$ cat src/hdl/apb_soc_pkg.sv
/*
 * Bus widths and address map of the APB peripheral subsystem.
 * Each peripheral owns one 4 KiB window. Address bits 15..12 pick the
 * window and every bit above 15 must be zero, otherwise the access is
 * answered with an error by the peripheral bus.
 */

package apb_soc_pkg;

   // APB bus widths
   localparam int unsigned APB_ADDR_WIDTH = 32;
   localparam int unsigned APB_DATA_WIDTH = 32;

   // Number of slaves behind the peripheral bus
   localparam int unsigned NUM_PERIPH = 2;

   // Offset bits inside one window
   localparam int unsigned PERIPH_WIN_BITS = 12;

   // Highest address bit that takes part in the window decode
   localparam int unsigned DECODE_MSB = 15;

   // Window base addresses
   localparam logic [APB_ADDR_WIDTH-1:0] GPIO_BASE = 32'h0000_0000;
   localparam logic [APB_ADDR_WIDTH-1:0] PWM_BASE  = 32'h0000_1000;

endpackage
$ cat src/hdl/periph_pkg.sv
/*
 * Register maps of the GPIO block and the PWM timer.
 * Offsets are byte offsets inside a peripheral window and are word
 * aligned. Accesses to any other offset read zero and writes are dropped.
 */

package periph_pkg;

   // GPIO registers
   // Direction, 1 means the pin drives
   localparam logic [apb_soc_pkg::PERIPH_WIN_BITS-1:0] GPIO_DIR_OFS     = 12'h000;
   localparam logic [apb_soc_pkg::PERIPH_WIN_BITS-1:0] GPIO_OUT_OFS     = 12'h004;
   // Synchronised pin value, read only
   localparam logic [apb_soc_pkg::PERIPH_WIN_BITS-1:0] GPIO_IN_OFS      = 12'h008;
   localparam logic [apb_soc_pkg::PERIPH_WIN_BITS-1:0] GPIO_IRQ_EN_OFS  = 12'h00C;
   // Rising edge status, write 1 to clear
   localparam logic [apb_soc_pkg::PERIPH_WIN_BITS-1:0] GPIO_IRQ_STS_OFS = 12'h010;

   // PWM registers
   // Bit 0 enables the timer
   localparam logic [apb_soc_pkg::PERIPH_WIN_BITS-1:0] PWM_CTRL_OFS   = 12'h000;
   localparam logic [apb_soc_pkg::PERIPH_WIN_BITS-1:0] PWM_PERIOD_OFS = 12'h004;
   // Channel n at PWM_DUTY_OFS + 4*n
   localparam logic [apb_soc_pkg::PERIPH_WIN_BITS-1:0] PWM_DUTY_OFS   = 12'h010;

   // Counter, period and duty width
   localparam int unsigned PWM_CNT_WIDTH = 16;

endpackage

$ cat src/hdl/apb_subsystem.sv
/*
 * APB peripheral subsystem with a GPIO block and a PWM timer.
 * Single clock, no wait states. events_o bit 0 is the GPIO interrupt
 * level and bit 1 the PWM period pulse.
 */

`timescale 1ns/1ps

module apb_subsystem #(
   parameter int unsigned NUM_GPIO = 16,
   parameter int unsigned NUM_PWM  = 4
) (
   input  logic                                   clk_i,
   input  logic                                   rst_n_i,
   input  logic [apb_soc_pkg::APB_ADDR_WIDTH-1:0] paddr_i,
   input  logic [apb_soc_pkg::APB_DATA_WIDTH-1:0] pwdata_i,
   input  logic                                   pwrite_i,
   input  logic                                   psel_i,
   input  logic                                   penable_i,
   output logic [apb_soc_pkg::APB_DATA_WIDTH-1:0] prdata_o,
   output logic                                   pready_o,
   output logic                                   pslverr_o,
   input  logic [NUM_GPIO-1:0]                    gpio_in_i,
   output logic [NUM_GPIO-1:0]                    gpio_out_o,
   output logic [NUM_GPIO-1:0]                    gpio_oe_o,
   output logic [NUM_PWM-1:0]                     pwm_o,
   output logic [1:0]                             events_o
);

   logic [apb_soc_pkg::PERIPH_WIN_BITS-1:0]  s_paddr;
   logic [apb_soc_pkg::APB_DATA_WIDTH-1:0]   s_pwdata;
   logic                                     s_pwrite;
   logic                                     s_penable;
   logic                                     s_gpio_psel;
   logic [apb_soc_pkg::APB_DATA_WIDTH-1:0]   s_gpio_prdata;
   logic                                     s_gpio_pready;
   logic                                     s_pwm_psel;
   logic [apb_soc_pkg::APB_DATA_WIDTH-1:0]   s_pwm_prdata;
   logic                                     s_pwm_pready;
   logic                                     s_gpio_irq;
   logic                                     s_pwm_evt;

   assign events_o = {s_pwm_evt, s_gpio_irq};

   apb_periph_bus i_apb_periph_bus (
      .clk_i            ( clk_i         ),
      .rst_n_i          ( rst_n_i       ),
      .paddr_i          ( paddr_i       ),
      .pwrite_i         ( pwrite_i      ),
      .psel_i           ( psel_i        ),
      .penable_i        ( penable_i     ),
      .pwdata_i         ( pwdata_i      ),
      .prdata_o         ( prdata_o      ),
      .pready_o         ( pready_o      ),
      .pslverr_o        ( pslverr_o     ),
      .gpio_psel_o      ( s_gpio_psel   ),
      .gpio_prdata_i    ( s_gpio_prdata ),
      .gpio_pready_i    ( s_gpio_pready ),
      .pwm_psel_o       ( s_pwm_psel    ),
      .pwm_prdata_i     ( s_pwm_prdata  ),
      .pwm_pready_i     ( s_pwm_pready  ),
      .periph_paddr_o   ( s_paddr       ),
      .periph_pwdata_o  ( s_pwdata      ),
      .periph_pwrite_o  ( s_pwrite      ),
      .periph_penable_o ( s_penable     )
   );

   apb_gpio #(
      .NUM_GPIO ( NUM_GPIO )
   ) i_apb_gpio (
      .clk_i      ( clk_i         ),
      .rst_n_i    ( rst_n_i       ),
      .psel_i     ( s_gpio_psel   ),
      .penable_i  ( s_penable     ),
      .pwrite_i   ( s_pwrite      ),
      .paddr_i    ( s_paddr       ),
      .pwdata_i   ( s_pwdata      ),
      .prdata_o   ( s_gpio_prdata ),
      .pready_o   ( s_gpio_pready ),
      .gpio_in_i  ( gpio_in_i     ),
      .gpio_out_o ( gpio_out_o    ),
      .gpio_oe_o  ( gpio_oe_o     ),
      .irq_o      ( s_gpio_irq    )
   );

   apb_pwm_timer #(
      .NUM_PWM ( NUM_PWM )
   ) i_apb_pwm_timer (
      .clk_i        ( clk_i        ),
      .rst_n_i      ( rst_n_i      ),
      .psel_i       ( s_pwm_psel   ),
      .penable_i    ( s_penable    ),
      .pwrite_i     ( s_pwrite     ),
      .paddr_i      ( s_paddr      ),
      .pwdata_i     ( s_pwdata     ),
      .prdata_o     ( s_pwm_prdata ),
      .pready_o     ( s_pwm_pready ),
      .pwm_o        ( pwm_o        ),
      .period_evt_o ( s_pwm_evt    )
   );

endmodule

$ cat src/hdl/apb_pwm_timer.sv
/*
 * PWM timer with one shared period counter and NUM_PWM duty registers.
 * The counter runs 0..period-1 while enabled and period is non zero,
 * and restarts from 0 whenever the period is written.
 * Outputs are registered; a duty at or above the period stays high.
 * period_evt_o pulses one cycle after each wrap. NUM_PWM is 1 to 8.
 */

`timescale 1ns/1ps

module apb_pwm_timer #(
   parameter int unsigned NUM_PWM = 4
) (
   input  logic                                     clk_i,
   input  logic                                     rst_n_i,
   input  logic                                     psel_i,
   input  logic                                     penable_i,
   input  logic                                     pwrite_i,
   input  logic [apb_soc_pkg::PERIPH_WIN_BITS-1:0]  paddr_i,
   input  logic [apb_soc_pkg::APB_DATA_WIDTH-1:0]   pwdata_i,
   output logic [apb_soc_pkg::APB_DATA_WIDTH-1:0]   prdata_o,
   output logic                                     pready_o,
   output logic [NUM_PWM-1:0]                       pwm_o,
   output logic                                     period_evt_o
);

   localparam int unsigned CW = periph_pkg::PWM_CNT_WIDTH;
   localparam int unsigned OW = apb_soc_pkg::PERIPH_WIN_BITS;

   logic                 wr_en;
   logic                 period_wr;
   logic                 run;
   logic                 wrap;
   logic                 en_q;
   logic [CW-1:0]        period_q;
   logic [CW-1:0]        cnt_q;
   logic [CW-1:0]        duty_q [NUM_PWM];
   logic [NUM_PWM-1:0]   pwm_q;
   logic                 evt_q;

   assign wr_en     = psel_i && penable_i && pwrite_i;
   assign pready_o  = psel_i && penable_i;
   assign period_wr = wr_en && paddr_i == periph_pkg::PWM_PERIOD_OFS;

   assign run  = en_q && (period_q != '0);
   assign wrap = run && (cnt_q == period_q - 1'b1);

   always_ff @(posedge clk_i or negedge rst_n_i) begin
      if (!rst_n_i) begin
         en_q     <= 1'b0;
         period_q <= '0;
         cnt_q    <= '0;
         pwm_q    <= '0;
         evt_q    <= 1'b0;
         for (int i = 0; i < NUM_PWM; i++)
            duty_q[i] <= '0;
      end else begin
         if (wr_en && paddr_i == periph_pkg::PWM_CTRL_OFS)
            en_q <= pwdata_i[0];
         if (period_wr)
            period_q <= pwdata_i[CW-1:0];
         for (int i = 0; i < NUM_PWM; i++) begin
            if (wr_en && paddr_i == periph_pkg::PWM_DUTY_OFS + OW'(4 * i))
               duty_q[i] <= pwdata_i[CW-1:0];
            pwm_q[i] <= run && (cnt_q < duty_q[i]);
         end
         // Counter holds at 0 when stopped
         if (!run || wrap || period_wr)
            cnt_q <= '0;
         else
            cnt_q <= cnt_q + 1'b1;
         evt_q <= wrap;
      end
   end

   always_comb begin
      prdata_o = '0;
      if (paddr_i == periph_pkg::PWM_CTRL_OFS)
         prdata_o[0] = en_q;
      else if (paddr_i == periph_pkg::PWM_PERIOD_OFS)
         prdata_o[CW-1:0] = period_q;
      for (int i = 0; i < NUM_PWM; i++) begin
         if (paddr_i == periph_pkg::PWM_DUTY_OFS + OW'(4 * i))
            prdata_o[CW-1:0] = duty_q[i];
      end
   end

   assign pwm_o        = pwm_q;
   assign period_evt_o = evt_q;

   a_cnt_in_period: assert property (@(posedge clk_i) disable iff (!rst_n_i)
      run |-> (cnt_q < period_q));

endmodule

$ cat src/hdl/apb_gpio.sv
/*
 * GPIO block with direction, output, interrupt mask and status registers.
 * Inputs pass a two flop synchroniser, so IN lags the pins by 2 cycles.
 * A rising edge sets the status bit whether or not it is masked; the
 * interrupt is the OR over status AND mask. A set beats a clear.
 * NUM_GPIO ranges from 1 to 32.
 */

`timescale 1ns/1ps

module apb_gpio #(
   parameter int unsigned NUM_GPIO = 16
) (
   input  logic                                     clk_i,
   input  logic                                     rst_n_i,
   input  logic                                     psel_i,
   input  logic                                     penable_i,
   input  logic                                     pwrite_i,
   input  logic [apb_soc_pkg::PERIPH_WIN_BITS-1:0]  paddr_i,
   input  logic [apb_soc_pkg::APB_DATA_WIDTH-1:0]   pwdata_i,
   output logic [apb_soc_pkg::APB_DATA_WIDTH-1:0]   prdata_o,
   output logic                                     pready_o,
   input  logic [NUM_GPIO-1:0]                      gpio_in_i,
   output logic [NUM_GPIO-1:0]                      gpio_out_o,
   output logic [NUM_GPIO-1:0]                      gpio_oe_o,
   output logic                                     irq_o
);

   logic                  wr_en;
   logic [NUM_GPIO-1:0]   dir_q;
   logic [NUM_GPIO-1:0]   out_q;
   logic [NUM_GPIO-1:0]   irq_en_q;
   logic [NUM_GPIO-1:0]   irq_sts_q;
   logic [NUM_GPIO-1:0]   sync1_q;
   logic [NUM_GPIO-1:0]   sync2_q;
   logic [NUM_GPIO-1:0]   sync3_q;
   logic [NUM_GPIO-1:0]   rise;
   logic [NUM_GPIO-1:0]   sts_clr;

   assign wr_en    = psel_i && penable_i && pwrite_i;
   assign pready_o = psel_i && penable_i;

   // Edge seen between second and third stage
   assign rise    = sync2_q & ~sync3_q;
   assign sts_clr = (wr_en && paddr_i == periph_pkg::GPIO_IRQ_STS_OFS) ?
                    pwdata_i[NUM_GPIO-1:0] : '0;

   always_ff @(posedge clk_i or negedge rst_n_i) begin
      if (!rst_n_i) begin
         dir_q     <= '0;
         out_q     <= '0;
         irq_en_q  <= '0;
         irq_sts_q <= '0;
         sync1_q   <= '0;
         sync2_q   <= '0;
         sync3_q   <= '0;
      end else begin
         sync1_q   <= gpio_in_i;
         sync2_q   <= sync1_q;
         sync3_q   <= sync2_q;
         irq_sts_q <= (irq_sts_q & ~sts_clr) | rise;
         if (wr_en && paddr_i == periph_pkg::GPIO_DIR_OFS)
            dir_q <= pwdata_i[NUM_GPIO-1:0];
         if (wr_en && paddr_i == periph_pkg::GPIO_OUT_OFS)
            out_q <= pwdata_i[NUM_GPIO-1:0];
         if (wr_en && paddr_i == periph_pkg::GPIO_IRQ_EN_OFS)
            irq_en_q <= pwdata_i[NUM_GPIO-1:0];
      end
   end

   always_comb begin
      prdata_o = '0;
      case (paddr_i)
         periph_pkg::GPIO_DIR_OFS:     prdata_o[NUM_GPIO-1:0] = dir_q;
         periph_pkg::GPIO_OUT_OFS:     prdata_o[NUM_GPIO-1:0] = out_q;
         periph_pkg::GPIO_IN_OFS:      prdata_o[NUM_GPIO-1:0] = sync2_q;
         periph_pkg::GPIO_IRQ_EN_OFS:  prdata_o[NUM_GPIO-1:0] = irq_en_q;
         periph_pkg::GPIO_IRQ_STS_OFS: prdata_o[NUM_GPIO-1:0] = irq_sts_q;
         default:                      prdata_o = '0;
      endcase
   end

   assign gpio_out_o = out_q;
   assign gpio_oe_o  = dir_q;
   assign irq_o      = |(irq_sts_q & irq_en_q);

   // Access phase must follow a setup phase
   a_access_after_setup: assert property (@(posedge clk_i) disable iff (!rst_n_i)
      (psel_i && penable_i) |-> $past(psel_i && !penable_i));

endmodule

$ cat src/hdl/apb_periph_bus.sv
/*
 * APB address decoder for the GPIO and PWM windows.
 * Slaves answer in the access cycle, so no wait states are inserted.
 * Addresses outside both windows get pready and pslverr with zero data.
 * Only the window offset is forwarded to the slaves.
 */

`timescale 1ns/1ps

module apb_periph_bus (
   input  logic                                       clk_i,
   input  logic                                       rst_n_i,
   input  logic [apb_soc_pkg::APB_ADDR_WIDTH-1:0]     paddr_i,
   input  logic                                       pwrite_i,
   input  logic                                       psel_i,
   input  logic                                       penable_i,
   input  logic [apb_soc_pkg::APB_DATA_WIDTH-1:0]     pwdata_i,
   output logic [apb_soc_pkg::APB_DATA_WIDTH-1:0]     prdata_o,
   output logic                                       pready_o,
   output logic                                       pslverr_o,
   output logic                                       gpio_psel_o,
   input  logic [apb_soc_pkg::APB_DATA_WIDTH-1:0]     gpio_prdata_i,
   input  logic                                       gpio_pready_i,
   output logic                                       pwm_psel_o,
   input  logic [apb_soc_pkg::APB_DATA_WIDTH-1:0]     pwm_prdata_i,
   input  logic                                       pwm_pready_i,
   output logic [apb_soc_pkg::PERIPH_WIN_BITS-1:0]    periph_paddr_o,
   output logic [apb_soc_pkg::APB_DATA_WIDTH-1:0]     periph_pwdata_o,
   output logic                                       periph_pwrite_o,
   output logic                                       periph_penable_o
);

   localparam int unsigned AW = apb_soc_pkg::APB_ADDR_WIDTH;
   localparam int unsigned WB = apb_soc_pkg::PERIPH_WIN_BITS;
   localparam int unsigned DM = apb_soc_pkg::DECODE_MSB;

   logic                                 upper_zero;
   logic [DM-WB:0]                       win;
   logic [apb_soc_pkg::NUM_PERIPH-1:0]   sel;

   assign upper_zero = (paddr_i[AW-1:DM+1] == '0);
   assign win        = paddr_i[DM:WB];

   // One select per window, index 0 is GPIO and 1 is PWM
   assign sel[0] = psel_i && upper_zero && (win == apb_soc_pkg::GPIO_BASE[DM:WB]);
   assign sel[1] = psel_i && upper_zero && (win == apb_soc_pkg::PWM_BASE[DM:WB]);

   assign gpio_psel_o = sel[0];
   assign pwm_psel_o  = sel[1];

   assign periph_paddr_o   = paddr_i[WB-1:0];
   assign periph_pwdata_o  = pwdata_i;
   assign periph_pwrite_o  = pwrite_i;
   assign periph_penable_o = penable_i;

   // Response merge
   always_comb begin
      prdata_o  = '0;
      pready_o  = 1'b0;
      pslverr_o = 1'b0;
      if (sel[0]) begin
         prdata_o = gpio_prdata_i;
         pready_o = gpio_pready_i;
      end else if (sel[1]) begin
         prdata_o = pwm_prdata_i;
         pready_o = pwm_pready_i;
      end else if (psel_i && penable_i) begin
         // Unmapped address
         pready_o  = 1'b1;
         pslverr_o = 1'b1;
      end
   end

   a_one_slave: assert property (@(posedge clk_i) disable iff (!rst_n_i) $onehot0(sel));

   // Any response, error or not, comes with pready in an access cycle
   a_err_ready: assert property (@(posedge clk_i) disable iff (!rst_n_i)
      (pready_o || pslverr_o) |-> (pready_o && psel_i && penable_i));

endmodule

$ cat config.mk
export PLATFORM = sky130hd
export DESIGN_NAME = apb_subsystem
export DESIGN_NICKNAME = d
export VERILOG_FILES = /design/src/hdl/apb_soc_pkg.sv /design/src/hdl/periph_pkg.sv /design/src/hdl/apb_subsystem.sv /design/src/hdl/apb_pwm_timer.sv /design/src/hdl/apb_gpio.sv /design/src/hdl/apb_periph_bus.sv
export SDC_FILE = /design/constraint.sdc
export NUM_CORES = 1
export LEC_CHECK = 0
export ABC_AREA = 1
export BUFFER_PORTS_ARGS = -buffer_cell sky130_fd_sc_hd__buf_4
export CORE_ASPECT_RATIO = 1.75
export CORE_UTILIZATION = 57
export DETAILED_ROUTE_END_ITERATION = 12
export GPL_ROUTABILITY_DRIVEN = 0
export PLACE_DENSITY_LB_ADDON = 0.08
export SYNTH_ARGS = -nofsm -noshare
export SYNTH_HDL_FRONTEND = slang
export SYNTH_HIERARCHICAL = 1
export SYNTH_SLANG_ARGS = --single-unit
$ cat constraint.sdc
create_clock -name clk_i -period 2.68 [get_ports clk_i]
set_clock_uncertainty 0.15 [all_clocks]
set_input_delay 0.536 -clock clk_i [delete_from_list [all_inputs] [get_ports clk_i]]
set_output_delay 0.536 -clock clk_i [all_outputs]
set_load 0.01 [all_outputs]
==> out/qor.txt <==
Ant. Diodes = 0
max-cap viol count = 0
Worst R2R End = i_apb_pwm_timer/cnt_q[2]
drc violations = 0
vias = 11160
CP Launch Type = primary input
IO Pins = 157
largest net degree at the start of global routing = 66
# placed instances = 2064
Clock H-tree levels = 1
endpoint class of the critical path = output pin
worst hold-check path type = primary input to flip-flop
kind of critical path = primary input to output pin
reg2reg start = i_apb_pwm_timer/period_q[0]
drt initial violations = 521
antenna violation net count after detailed routing = 0
clock sink total = 214
total track usage = 30.90%
Die X = 115.7 um
clock latency on the worst-skew pair = 0.50 ns
Layout Nets = 1966
DIE AREA = 23240 um2
effective utilization at floorplan = 58.16%
layout cell share with drive strength beyond 1 = 18.68%
Rows = 72
Period minus WS final = 2.792 ns
WL/cell = 16.20 um
Mapped Area = 12890 um2
hold path depth = 3
failing checks = negative setup slack
Final Hold Viols = 0
cell count after synthesis = 1668
P&R area growth vs syn = 19.40%
dpl hpwl = 25660 um
Syn Area/Cell = 7.728 um2
DR vias/cell = 5.247
final WL = 34450 um
Hold Crit Start = pwdata_i[7]
CTS tree = done
FILL cells = 1925
Worst Tran Pin Value = 0.6378 ns
global route overflow = 0
Setup TNS = -0.8561 ns
vias in the first global route = 11390
run status = finished with violations
peak supply drop = 0.5239 mV
first-pass GRT wire length = 55890 um
Root Driver = clkbuf_16
Max Transition Viols Final = 0
total CTS buffers = 21
final setup fails = 16
worst endpoint required time = 1.99 ns
CP Max Fanout = 6
FF-to-FF path depth = 14
commonest non-fill, non-tap cells in the layout = 480 x nand2_1, 214 x dfrtp_1, 210 x inv_1, 155 x buf_4, 108 x o21ai_0
period utilisation layout = 104.2%
post-route worst setup slack = -0.1117 ns
core area = 22160 um2
Critical path origin = paddr_i[9]
CTS Buffer Depth = 3
WP data arrival = 2.11 ns
RSZ-0062 raised after global routing = yes
hold endpoint = i_apb_gpio/gpio_out_o[7]
Die Ht = 200.9 um
Max-slew headroom = 57.09%
Synth warnings = 6
leakage = 7.889 nW
FF-to-FF setup slack = 0.36 ns
Finished Layout Cells = 2127
leading cell type in the layout, fill and taps excluded = nand2_1
clock-pin slew on the worst setup and hold paths = 0.07 ns
power per cell area = 424.8 nW/um2
DR pass1 iterations = 7
initial antenna violation count = 0
IO Port Bufs = 124
Fmax achieved = 358.2 MHz
[repair_timing]
| item | 4_1_cts | 5_1_grt |
|---|---|---|
| hold endpoints to repair | 75 | 0 |
| pin swaps | 30 | 30 |
| resized for setup | 49 | 21 |
| buffers inserted | 9 | 1 |
| setup endpoints to repair | 16 | 16 |
| gates cloned | 1 | 0 |
| hold buffers | 17 | 0 |
[critical path, cell delays in order]
cell,delay (ns)
buf_6,0.10
nor2_4,0.11
nand2_4,0.08
buf_6,0.12
nor3b_4,0.23
buf_12,0.16
buf_12,0.13
nand3_2,0.05
o211ai_1,0.12
nor2_1,0.08
a21oi_1,0.12
nand2_1,0.09
nand2_2,0.08
buf_6,0.10
[flip-flops by register name, indices dropped and copies added, names as in the netlist]
name / cells
i_apb_pwm_timer/duty_q: 64
i_apb_gpio/gpio_oe_o: 16
i_apb_gpio/gpio_out_o: 16
i_apb_gpio/irq_en_q: 16
i_apb_gpio/irq_sts_q: 16
i_apb_gpio/sync1_q: 16
i_apb_gpio/sync2_q: 16
i_apb_gpio/sync3_q: 16
i_apb_pwm_timer/cnt_q: 16
i_apb_pwm_timer/period_q: 16
i_apb_pwm_timer/pwm_o: 4
i_apb_pwm_timer/en_q: 1
i_apb_pwm_timer/period_evt_o: 1
[stage by stage]
stage | power [W] | hold WS, ns | setup WS [ns] | util [%] | instance area (um2)
floorplan | 0.003495 | 0.09041 | 0.04355 | - | 13000
global placement | 0.003639 | 0.1812 | -0.1232 | 63.98 | 14180
detailed placement | 0.003645 | 0.1847 | -0.1267 | 63.98 | 14180
CTS | 0.006596 | 0.1112 | -0.07065 | 69.14 | 15320
global route | 0.006759 | 0.1355 | -0.1965 | 69.45 | 15390
finish | 0.006538 | 0.1340 | -0.1117 | 69.45 | 15390
[how the worst max path moves through the flow]
stage                        end  slack, ns  cells after the start
detailed placement  prdata_o[13]      -0.13                     11
floorplan           prdata_o[12]       0.04                     12
CTS                  prdata_o[2]      -0.07                     14
global route         prdata_o[2]      -0.20                     14
finish               prdata_o[2]      -0.11                     14
global placement    prdata_o[11]      -0.12                     12
[layout make-up]
cell class / count / area (um2) / share of cell area [%]
inverter: 226 / 857.1 / 5.569
clock buffer: 24 / 546.8 / 3.553
timing repair buffer: 216 / 2011 / 13.06
tap: 296 / 370.4 / 2.406
sequential: 214 / 5355 / 34.79
multi-input combinational: 1140 / 6136 / 39.87
clock inverter: 11 / 115.1 / 0.7479
[per-layer routing]
layer	global-route usage [%]	part of all wire, %
met1	33.71	38
met2	58.15	54
met3	3.170	3.2
met4	14.56	4.7
met5	0	0
[power by group]
group          switching, W  internal [W]  total (W)
combinational      0.000196      0.000138   0.000334
clock               0.00127       0.00166    0.00292
sequential        0.0000138       0.00327    0.00328
total               0.00148       0.00506    0.00654
Power figures use the tool's default switching activity.
